<file path="config.mk">
export PLATFORM = sky130hd
export DESIGN_NAME = match_scorer
export DESIGN_NICKNAME = d
export VERILOG_FILES = /design/src/design/lz_pkg.sv /design/src/design/match_scorer.sv
export SDC_FILE = /design/constraint.sdc
export NUM_CORES = 1
export LEC_CHECK = 0
export ABC_AREA = 1
export BUFFER_PORTS_ARGS = -buffer_cell sky130_fd_sc_hd__buf_2
export CAP_MARGIN = 20
export CORE_ASPECT_RATIO = 1.2
export CORE_UTILIZATION = 41
export CTS_CLUSTER_SIZE = 20
export DETAILED_ROUTE_END_ITERATION = 10
export REMOVE_ABC_BUFFERS = 1
export SETUP_SLACK_MARGIN = 0.15
export SLEW_MARGIN = 20
export SYNTH_ARGS = -nofsm -noshare
export SYNTH_HDL_FRONTEND = slang
export SYNTH_SLANG_ARGS = --single-unit
</file>
<file path="constraint.sdc">
create_clock -name clk -period 3.1 [get_ports clk]
set_input_delay 0.31 -clock clk [delete_from_list [all_inputs] [get_ports clk]]
set_output_delay 0.31 -clock clk [all_outputs]
set_load 0.02 [all_outputs]
</file>
<file path="src/design/lz_pkg.sv">
`default_nettype none

package lz_pkg;

    // bytes per block write and per read
    localparam int MATCH_PE_WIDTH = 8;
    localparam int MATCH_PE_WIDTH_LOG2 = 3;

    // full stream byte address
    localparam int ADDR_WIDTH = 32;

    // byte 0 in the low bits, lowest address
    typedef logic [MATCH_PE_WIDTH*8-1:0] byte_vec_t;

    // address must be block aligned
    typedef struct packed {
        logic enable;
        logic [ADDR_WIDTH-1:0] address;
        byte_vec_t data;
    } wr_req_t;

    typedef struct packed {
        logic enable;
        logic [ADDR_WIDTH-1:0] address;
        byte_vec_t lookahead;
    } rd_req_t;

    // length counts 0..MATCH_PE_WIDTH
    typedef struct packed {
        logic valid;
        logic unsafe;
        logic [MATCH_PE_WIDTH_LOG2:0] length;
        byte_vec_t data;
    } match_result_t;

endpackage

`default_nettype wire
</file>
<file path="src/design/match_scorer.sv">
`timescale 1ns/1ps
`default_nettype none

module match_scorer #(
    parameter int NBPIPE = 3
) (
    input wire clk,
    input wire rst_n,
    input wire read_enable,
    input wire lz_pkg::byte_vec_t lookahead,
    input wire lz_pkg::byte_vec_t read_data,
    input wire read_unsafe,
    output lz_pkg::match_result_t result
);

    localparam int W = lz_pkg::MATCH_PE_WIDTH;
    localparam int LEN_W = lz_pkg::MATCH_PE_WIDTH_LOG2 + 1;

    // lookahead waits for the memory data
    lz_pkg::byte_vec_t la_pipe [NBPIPE+1];

    always_ff @(posedge clk) begin
        if (!rst_n) begin
            for (int i = 0; i <= NBPIPE; i++) begin
                la_pipe[i] <= '0;
            end
        end else begin
            if (read_enable) begin
                la_pipe[0] <= lookahead;
            end
            for (int i = 1; i <= NBPIPE; i++) begin
                la_pipe[i] <= la_pipe[i-1];
            end
        end
    end

    logic [LEN_W-1:0] match_len;

    // count equal bytes from byte 0 until the first mismatch
    always_comb begin
        logic run;
        run = 1'b1;
        match_len = '0;
        for (int i = 0; i < W; i++) begin
            if (run && (read_data[8*i +: 8] == la_pipe[NBPIPE][8*i +: 8])) begin
                match_len = match_len + 1'b1;
            end else begin
                run = 1'b0;
            end
        end
        if (read_unsafe) begin
            match_len = '0;
        end
    end

    logic unsafe_q;
    logic [LEN_W-1:0] length_q;
    lz_pkg::byte_vec_t data_q;

    always_ff @(posedge clk) begin
        if (!rst_n) begin
            unsafe_q <= 1'b0;
            length_q <= '0;
            data_q <= '0;
        end else begin
            unsafe_q <= read_unsafe;
            length_q <= match_len;
            data_q <= read_data;
        end
    end

    // valid is added by the top level
    assign result.valid = 1'b0;
    assign result.unsafe = unsafe_q;
    assign result.length = length_q;
    assign result.data = data_q;

endmodule

`default_nettype wire

</file>
==> results of run 1 <==
==> cells in the mapped netlist (2+ instances only) <==
master	number	area share, %
xor2_1	9	0.72
or2_2	2	0.11
nand3_2	2	0.18
a21oi_1	3	0.14
inv_2	2	0.069
nor2_1	42	1.4
buf_4	2	0.14
nor2_2	6	0.34
nand2_2	2	0.11
xnor2_1	29	2.3
nand3_1	73	3.3
nor2_8	2	0.37
clkinv_1	3	0.10
ha_1	4	0.46
o21ai_0	65	3.0
clkbuf_1	50	1.7
nand2_1	399	14
dfxtp_1	325	59
nand4_1	5	0.29
inv_1	332	11
==> worst reg2reg max path, stage by stage (launching register included) <==
cell	delay, ns
dfxtp_2	0.33
inv_1	0.04
nand2_1	0.06
nand2_2	0.06
nor2_4	0.12
inv_2	0.05
nor2_4	0.12
nand2_4	0.09
a21oi_2	0.13
ha_1	0.23
or2_2	0.30
nand2_2	0.09
inv_1	0.05
ha_1	0.26
inv_1	0.03
nand3_1	0.07
nand2_1	0.06
nor2_2	0.15
ha_1	0.25
o21ai_1	0.12
nor2_1	0.06
==> worst paths after layout <==
kind,startpoint,cells after the start,slack [ns],endpoint
worst min register to register,la_pipe[2][1],2,0.41,la_pipe[3][1]
worst max-delay path,la_pipe[3][2],20,0.33,length_q[1]
worst min-delay path,read_data[47],3,0.02,data_q[47]
worst max register to register,la_pipe[3][2],20,0.33,length_q[1]
==> what timing repair did <==
action / 4_1_cts / 5_1_grt
endpoints found under the setup margin: 2 / 3
hold buffers: 3 / 0
setup buffers: 0 / 3
endpoints found under the hold margin: 3 / 0
resized for setup: 2 / 23
pin swaps: 0 / 13
==> routing by layer <==
layer / share of wire, % / up-vias
met2: 49 / 145
li1: - / 4315
met3: 5.6 / 34
met5: 0.089 / -
met1: 43 / 3412
met4: 2.6 / 2
==> kinds of logic (layout without fill, tap and decap cells) <==
logic type,after synthesis,count (layout),share of synthesized area [%]
AND/OR/NAND/NOR,538,538,20.38
flip-flops,325,325,59.43
XOR/XNOR,38,38,3.040
buffers and inverters,389,610,13.41
adder cells (fa/ha/maj),4,4,0.4572
other,1,2,0.03425
AO/OA/AOI/OAI,70,70,3.257
==> power by group through the flow <==
| stage | Clock [mW] | Sequential, mW | Combinational [mW] |
|---|---|---|---|
| CTS | 4.19 | 4.37 | 0.539 |
| global placement | 0 | 4.46 | 0.523 |
| floorplan | 0 | 4.52 | 0.191 |
| finish | 4.05 | 4.37 | 0.532 |
| detailed placement | 0 | 4.46 | 0.534 |
| global route | 4.37 | 4.38 | 0.609 |
==> area by class of cell <==
class	count	area, µm²	area share, %
Antenna cell	1	2.502	0.01847
Clock buffer	48	994.7	7.341
Multi-Input combinational cell	651	3040	22.44
Sequential cell	325	6511	48.05
Inverter	337	1265	9.335
Tap cell	335	419.2	3.093
Clock inverter	11	141.4	1.043
Timing Repair Buffer	214	1176	8.680
==> cells in the final DEF (no fill, tap or decap), drive strengths merged <==
cell type | Yosys | layout
inv | 334 | 336
buf | 2 | 211
nor3 | 1 | 1
dlygate4sd3 | 0 | 3
xor2 | 9 | 9
nor2 | 50 | 50
nor4 | 1 | 1
a21oi | 4 | 4
clkbuf | 50 | 48
o211ai | 1 | 1
diode | 0 | 1
dfxtp | 325 | 325
conb | 1 | 1
nand3 | 76 | 76
nand4 | 5 | 5
xnor2 | 29 | 29
bufinv | 0 | 3
clkinv | 3 | 9
and2 | 1 | 1
or2 | 3 | 3
nand2 | 401 | 401
o21ai | 65 | 65
ha | 4 | 4
==> per-stage QoR <==
step           total power [mW]  utilization [%]  cell area (µm²)  hold slack, ns
2_1_floorplan             4.708                -            10750          0.3900
3_3_place_gp              4.982            46.78            12290          0.3915
3_5_place_dp              4.996            46.78            12290          0.3953
4_1_cts                   9.100            51.24            13460       0.0001824
5_1_grt                   9.360            51.57            13550        0.001627
6_report                  8.952            51.58            13550         0.02012
==> registers in the layout, summed over array words and instances (netlist names) <==
name	count
data_q	64
unsafe_q	1
la_pipe	256
length_q	4
==> flow_summary_export.csv, run 1 <==
group,metric,value,unit
global_route,grt_max_degree,101,
power,total_leakage_power,7.998,nW
setup_path,crit_type,"flip-flop to flip-flop",
cts,htree_levels,2,
setup_path,path_max_fanout,4,
finish,layout.nets,1699,
finish,fillCellCount,2493,
synthesis,synth.distinct_cells,28,
placement,dp_slack,0.02175,ns
floorplan,die_h,181.0,µm
sta,slew_viol_final,0,
sta,final_hold_viol_count,0,
sta,timing.fmax,361.6,MHz
power,vdd_drop_max,0.0004433,V
power,pwr-share-seq,48.8,%
setup_path,worst_path_largest_cell_delay,0.33,ns
cts,cts.sinks,325,
placement,port_buffers,200,
floorplan,num_io_pins,202,
sta,setup_viol,0,
global_route,met3_usage,3.333,%
cts,cts_buffers,34,
power,combPwrFrac,5.9,%
floorplan,num_rows,65,
global_route,antenna_found_initial,2,
setup_path,crit_buf_inv,4,
synthesis,synthFlopType,"dfxtp_1",
run_status,status,"finished, final reports clean",
run,cap_violations,0,
global_route,gr-max-usage-layer,"met2",
synthesis,ys_ff_latch,325,
sta,slew_headroom,57.25,%
setup_path,cp_data_arrival_time,3.14,ns
setup_path,path_cells,"inv_1, nand2_1, nand2_2, nor2_4, inv_2, nor2_4, nand2_4, a21oi_2, ha_1, or2_2, nand2_2, inv_1, ha_1, inv_1, nand3_1, nand2_1, nor2_2, ha_1, o21ai_1, nor2_1",
synthesis,synthArstFlopShare,0,%
global_route,grt_pass1_vias,7093,
sta,setup_tns,0,ns
synthesis,syn_area,10950,µm²
cts,cts_tree,"yes",
synthesis,ys.warnings.count,0,
placement,placed_cells,1856,
setup_path,required,3.48,ns
power,pwr-share-clk,45.2,%
synthesis,syn-instance-count,1365,
global_route,use_met2,26.06,%
sta,tightest_slew,0.6413,ns
sta,clock_skew,0.01564,ns
sta,rsz0062_at_grt,"false",
floorplan,initial_core_util,41.68,%
setup_path,startpoint_type,"flip-flop",
floorplan,core-area,26270,µm²
power,p_switching,1.921,mW
power,swShare,21.46,%
setup_path,critPathSlowestCell,"dfxtp_2",
setup_path,crit_family,"simple AND/OR/NAND/NOR gates",
cts,clkTransAtPathRegs,0.06,ns
placement,gp_congestion,0.7577,
cts,clk_path_buf_depth,3,
route,first_iter_violations,244,
floorplan,die_x,151.2,µm
power,powerDensity,660.6,nW/µm²
route,drtAntennaViolNets,0,
synthesis,synth_edf_count,0,
route,dr.pass1.iters,4,
cts,clk-insertion-delay-late,0.50,ns
route,drt-total-wl,19.05,mm
sta,period_share,89.22,%
sta,fin_crit,2.766,ns
global_route,gr-usage-met1,16.02,%
synthesis,syn_avg_cell_area,8.021,µm²
setup_path,end_kind,"flip-flop",
worst_hold_path,hold_class,"input port to flip-flop",
finish,area_delta_synth_final,23.77,%
global_route,grt_pass1_wl,31.64,mm
power,intPower,7.031,mW
route,via_per_inst,4.114,
global_route,gr-usage-all-layers,14.36,%
floorplan,dieArea,27360,µm²
route,vias,7908,
finish,final_cells,1922,
sta,fin_ws,0.3342,ns
route,drcViolationCount,0,
cts,cts-root-buf,"clkbuf_16",
global_route,grt_overflow_total,0,
placement,dpl.hpwl,12.83,mm
synthesis,ys_seq_area_share,59.43,%
route,drt-wirelength-per-cell,9.909,µm
finish,drive_above_1_share,19.17,%
Power figures use the tool's default switching activity.
==> run 2, diff against run 1 <==
--- a/config.mk
+++ b/config.mk
@@ -10,11 +10,12 @@
 export CAP_MARGIN = 20
 export CORE_ASPECT_RATIO = 1.2
 export CORE_UTILIZATION = 41
+export CTS_BUF_LIST = sky130_fd_sc_hd__clkbuf_8
 export CTS_CLUSTER_SIZE = 20
 export DETAILED_ROUTE_END_ITERATION = 10
 export REMOVE_ABC_BUFFERS = 1
 export SETUP_SLACK_MARGIN = 0.15
-export SLEW_MARGIN = 20
+export SLEW_MARGIN = 0
 export SYNTH_ARGS = -nofsm -noshare
 export SYNTH_HDL_FRONTEND = slang
 export SYNTH_SLANG_ARGS = --single-unit
==> run 2 against run 1 <==
  * Non-clock buffer count grew 128
  * Clock-buffer cell count grew 18
  * Die area is the same
  * Highest routed layer is now met4
==> flow_summary_export.csv, run 2 (synthesized netlist as in run 1, its figures left out) <==
group,metric,value,unit
cts,cts-root-buf,"clkbuf_8",
finish,final_cell_mix,"392 x nand2_1, 347 x inv_1, 324 x dfxtp_1, 198 x buf_2, 129 x dlygate4sd3_1",
sta,setup_viol,0,
power,total_power,8.489,mW
cts,cts.sinks,325,
placement,port_buffers,200,
global_route,grt_pass1_wl,35.22,mm
setup_path,crit_type,"input port to flip-flop",
finish,area_delta_synth_final,34.42,%
finish,largest_register_ffs,256,
sta,final_hold_viol_count,0,
setup_path,cp_data_arrival_time,3.27,ns
setup_path,cp-endpoint,"length_q[2]",
route,drcViolationCount,0,
finish,final_cells,2080,
setup_path,end_kind,"flip-flop",
worst_hold_path,hold_start,"rst_n",
cts,htree_levels,2,
floorplan,core-area,26270,µm²
floorplan,initial_core_util,41.68,%
sta,setup_tns,0,ns
floorplan,die_x,151.2,µm
route,vias,8604,
worst_hold_path,hold_class,"input port to flip-flop",
power,total_leakage_power,8.554,nW
setup_path,path_depth,24,
setup_path,crit_buf_inv,6,
route,drtAntennaViolNets,0,
cts,clk-insertion-delay-late,0.56,ns
placement,dpl.hpwl,12.83,mm
sta,fin_crit,2.799,ns
sta,period_share,90.28,%
floorplan,dieArea,27360,µm²
finish,drive_above_1_share,18.58,%
finish,final_common_cell,"nand2_1",
run_status,status,"finished, final reports clean",
sta,tightest_slew,0.6432,ns
power,powerDensity,576.9,nW/µm²
placement,placed_cells,1856,
sta,timing.fmax,357.3,MHz
finish,largest_registers,"la_pipe x256, data_q x64, length_q x4",
finish,top_register,"la_pipe",
global_route,grt_overflow_total,0,
run,cap_violations,0,
cts,cts_tree,"yes",
route,drt-total-wl,21.18,mm
power,vdd_drop_max,0.0004120,V
placement,gp_congestion,0.7577,
finish,layout.nets,1844,
sta,clock_skew,0.01749,ns
setup_path,startpoint_type,"input port",
setup_path,regToRegSetupSlack,0.35,ns
route,dr.pass1.iters,6,
setup_path,crit_family,"simple AND/OR/NAND/NOR gates",
route,via_per_inst,4.137,
setup_path,path_max_fanout,4,
global_route,gr-usage-all-layers,15.90,%
setup_path,startpoint,"read_data[2]",
sta,slew_viol_final,0,
cts,clk_path_buf_depth,3,
setup_path,required,3.57,ns
setup_path,critPathSlowestCell,"dlygate4sd3_1",
route,first_iter_violations,266,
setup_path,reg2reg_depth,22,
floorplan,num_io_pins,202,
route,drt-wirelength-per-cell,10.18,µm
cts,clkTransAtPathRegs,0.06,ns
sta,rsz0062_at_grt,"false",
floorplan,num_rows,65,
finish,fillCellCount,2379,
global_route,grt_pass1_vias,7972,
setup_path,path_cells,"dlygate4sd3_1, buf_2, inv_1, nand2_1, nand2_2, nor2_4, inv_2, nor2_4, nand2_4, a21oi_2, ha_1, or2_4, nand2_2, inv_1, ha_1, inv_1, nand3_1, nand2_2, nor2_4, ha_4, nand2_1, nand3_1, nand2_1, a21oi_1",
setup_path,worst_path_largest_cell_delay,0.52,ns
global_route,grt_max_degree,101,
floorplan,die_h,181.0,µm
sta,slew_headroom,57.12,%
sta,fin_hold_ws,0.1932,ns
setup_path,r2r-end,"length_q[2]",
global_route,antenna_found_initial,1,
setup_path,worst_r2r_startpoint,"la_pipe[3][2]",
cts,cts_buffers,51,
-- run 2: cell types whose count changed in the layout (fill, tap and decap cells not counted), sizes merged, moves of 2 or more --
cell	delta
buf	+2
bufinv	-3
clkbuf	+18
clkinv	-3
dlygate4sd3	+126
inv	+17
-- run 2: power breakdown --
group	switching, mW	internal (mW)	total, mW	leakage [nW]
combinational	0.353	0.312	0.665	5.31
clock	1.56	1.90	3.45	0.587
sequential	0.0380	4.33	4.37	2.66
-- run 2: worst min-delay path by stage --
stage                     slack (ns)             end  depth (start not counted)
final                           0.19   la_pipe[3][7]                          3
after global routing            0.20   la_pipe[3][7]                          3
after CTS                      0.004        unsafe_q                          3
after detailed placement        0.40  la_pipe[2][49]                          2
after global placement          0.39  la_pipe[2][19]                          2
after floorplan                 0.39   la_pipe[2][0]                          2
-- run 2: cell type report --
| class | count | area (µm²) | area share [%] |
|---|---|---|---|
| sequential | 325 | 6507 | 44.22 |
| multi-input combinational | 651 | 3063 | 20.81 |
| timing repair buffer | 342 | 2452 | 16.66 |
| inverter | 337 | 1265 | 8.595 |
| clock buffer | 66 | 908.4 | 6.172 |
| tap | 335 | 419.2 | 2.848 |
| clock inverter | 23 | 98.84 | 0.6717 |
| antenna | 1 | 2.502 | 0.01700 |
-- run 2: metal layers --
layer	GRT usage [%]	part of all wire [%]	vias up
met2	28.53	49	164
met4	6.800	3.3	0
met3	3.687	4.8	60
li1	-	-	4606
met1	17.62	43	3774
met5	0	0	-
-- run 2: tightest hold or removal path, cell delays in order --
cell and delay, ns:
buf_8 0.22, nand2_1 0.12, inv_1 0.04
-- run 2: timing repair --
action | CTS | global route
pin swaps | 0 | 17
gates resized for setup | 1 | 27
endpoints found under the hold margin | 128 | 1
hold buffers | 128 | 1
buffers inserted | 0 | 5
endpoints found under the setup margin | 3 | 3
-- run 2: per-stage QoR --
step / area [µm²] / setup slack [ns] / utilization [%]
after floorplan: 10750 / 0.4154 / -
after global placement: 12290 / 0.09547 / 46.78
after detailed placement: 12290 / 0.02175 / 46.78
after CTS: 14580 / 0.1522 / 55.50
after global routing: 14720 / 0.1713 / 56.02
final: 14720 / 0.3015 / 56.02
==> run 3, diff against run 2 <==
--- a/config.mk
+++ b/config.mk
@@ -6,13 +6,14 @@
 export NUM_CORES = 1
 export LEC_CHECK = 0
 export ABC_AREA = 1
-export BUFFER_PORTS_ARGS = -buffer_cell sky130_fd_sc_hd__buf_2
 export CAP_MARGIN = 20
 export CORE_ASPECT_RATIO = 1.2
 export CORE_UTILIZATION = 41
 export CTS_BUF_LIST = sky130_fd_sc_hd__clkbuf_8
+export CTS_CLUSTER_DIAMETER = 100
 export CTS_CLUSTER_SIZE = 20
 export DETAILED_ROUTE_END_ITERATION = 10
+export DONT_BUFFER_PORTS = 1
 export REMOVE_ABC_BUFFERS = 1
 export SETUP_SLACK_MARGIN = 0.15
 export SLEW_MARGIN = 0
==> run 3 against run 2 <==
  * Sequential share of layout area down 0.76 points
  * Wire length up 11%
  * Critical path type is now flip-flop to flip-flop
  * Maximum frequency down 0.95%
  * Clock power down 46%
==> flow_summary_export.csv, run 3 (synthesized netlist as in run 1, its figures left out) <==
group,metric,value,unit
power,powerDensity,460.4,nW/µm²
global_route,grt_pass1_vias,8700,
placement,dpl.hpwl,11.37,mm
route,vias,8599,
route,drt-total-wl,23.59,mm
setup_path,startpoint_type,"flip-flop",
power,total_leakage_power,7.845,nW
cts,clk_path_buf_depth,3,
floorplan,num_io_pins,202,
route,dr.pass1.iters,4,
setup_path,reg2reg_depth,22,
setup_path,path_max_fanout,4,
worst_hold_path,hold_end,"la_pipe[3][29]",
sta,setup_viol,0,
sta,clock_skew,0.02301,ns
floorplan,die_x,151.2,µm
run_status,status,"finished, final reports clean",
placement,gp_congestion,0.7456,
floorplan,dieArea,27360,µm²
setup_path,required,3.56,ns
floorplan,num_rows,65,
setup_path,cp_data_arrival_time,3.29,ns
sta,tightest_slew,0.8011,ns
cts,cts_buffers,20,
floorplan,initial_core_util,41.68,%
finish,layout.nets,1808,
setup_path,end_kind,"flip-flop",
sta,fin_crit,2.825,ns
finish,final_cell_mix,"395 x nand2_1, 330 x inv_1, 330 x dlygate4sd3_1, 322 x dfxtp_1, 71 x nand3_1",
sta,final_hold_viol_count,0,
global_route,antenna_found_initial,0,
worst_hold_path,hold_start,"rst_n",
run,cap_violations,0,
route,drtAntennaViolNets,0,
cts,htree_levels,1,
power,vdd_drop_max,0.0003743,V
sta,rsz0062_at_grt,"false",
floorplan,die_h,181.0,µm
floorplan,core-area,26270,µm²
route,first_iter_violations,303,
sta,slew_headroom,46.60,%
cts,clk-insertion-delay-late,0.55,ns
global_route,grt_max_degree,164,
sta,setup_tns,0,ns
placement,port_buffers,0,
setup_path,worst_r2r_startpoint,"la_pipe[3][2]",
global_route,grt_overflow_total,0,
cts,cts-root-buf,"clkbuf_8",
finish,largest_register_ffs,256,
route,drt-wirelength-per-cell,11.75,µm
finish,area_delta_synth_final,36.83,%
worst_hold_path,whs_path_depth,3,
finish,top_register,"la_pipe",
setup_path,crit_type,"flip-flop to flip-flop",
sta,slew_viol_final,0,
finish,drive_above_1_share,4.246,%
finish,largest_registers,"la_pipe x256, data_q x64, length_q x4",
setup_path,regToRegSetupSlack,0.27,ns
cts,clkTransAtPathRegs,0.12,ns
global_route,grt_pass1_wl,38.91,mm
sta,timing.fmax,353.9,MHz
finish,postLayoutCellArea,14980,µm²
cts,cts_tree,"yes",
cts,cts.sinks,325,
finish,final_common_cell,"nand2_1",
global_route,gr-usage-all-layers,17.68,%
worst_hold_path,hold_class,"input port to flip-flop",
sta,period_share,91.14,%
setup_path,r2r-end,"length_q[3]",
route,via_per_inst,4.282,
route,drcViolationCount,0,
placement,placed_cell_area,11160,µm²
run 3: changes by cell type in the layout (fill, tap and decap cells not counted), sizes merged:
cell and delta:
clkinvlp -1, dlygate4sd3 +201, clkinv -3, clkbuf -45, buf -206, inv -18
run 3: worst max path at each step:
| stage | cells past startpoint | slack [ns] | from | end |
|---|---|---|---|---|
| after detailed placement | 19 | 0.08 | la_pipe[3][7] | length_q[1] |
| after CTS | 19 | 0.15 | la_pipe[3][4] | length_q[1] |
| after global placement | 18 | 0.17 | la_pipe[3][4] | length_q[1] |
| final | 22 | 0.27 | la_pipe[3][2] | length_q[3] |
| after global routing | 22 | 0.12 | la_pipe[3][2] | length_q[3] |
| after floorplan | 19 | 0.42 | la_pipe[3][3] | length_q[1] |
run 3: what timing repair did:
| item | CTS | global route |
|---|---|---|
| setup endpoints to repair | 3 | 3 |
| cloned | 0 | 0 |
| pin swaps | 0 | 13 |
| hold buffers | 332 | 0 |
| buffers inserted | 0 | 5 |
| endpoints found under the hold margin | 325 | 0 |
| resized for setup | 3 | 27 |
run 3: worst max-delay path, stage by stage, from the launching register on:
cell and delay, ns:
dfxtp_2 0.35, inv_1 0.04, nand2_1 0.05, nand2_1 0.06, nor2_2 0.15, inv_1 0.07, nor2_2 0.14, nand2_4 0.10
a21oi_4 0.16, ha_4 0.21, or2_4 0.25, nand2_4 0.07, inv_1 0.07, ha_4 0.27, inv_2 0.03, nand3_2 0.06
nand2_2 0.07, nor2_4 0.14, buf_4 0.12, buf_4 0.10, nand2_1 0.05, nor2_1 0.11, nor2_2 0.05
run 3: metal layers:
metal	global-route usage [%]	vias to the layer above	share of wire, %	wire, µm
met5	0	-	0	0
met4	7.120	0	3.7	879
met3	3.333	58	4.7	1117
met2	33.45	181	51	12110
met1	18.78	3867	40	9482
li1	-	4493	-	-
run 3: area by class of cell:
class | count | area, µm²
diodes | 1 | 2.502
well taps | 335 | 419.2
fillers | 2200 | 11290
clock inverters | 1 | 16.27
flip-flops and latches | 325 | 6510
clock buffers | 21 | 289.0
inverters | 337 | 1265
repair buffers | 337 | 3396
multi-input cells | 651 | 3083
run 3: power breakdown:
| group | switching (mW) | internal (mW) |
|---|---|---|
| sequential | 0.105 | 4.33 |
| clock | 1.25 | 0.628 |
| combinational | 0.236 | 0.352 |
| total | 1.59 | 5.31 |
run 3: metrics by stage:
step | hold WS, ns | std cells | util (%) | power, mW | worst slack (ns)
final | 0.2300 | 2008 | 57.03 | 6.897 | 0.2746
after global routing | 0.2112 | 2007 | 57.02 | 7.256 | 0.1154
after CTS | 0.1850 | 2002 | 56.48 | 7.009 | 0.1525
after detailed placement | 0.3953 | 1648 | 42.50 | 4.747 | 0.08215
after global placement | 0.3912 | 1648 | 42.50 | 4.735 | 0.1736
after floorplan | 0.3900 | 1313 | - | 4.708 | 0.4154
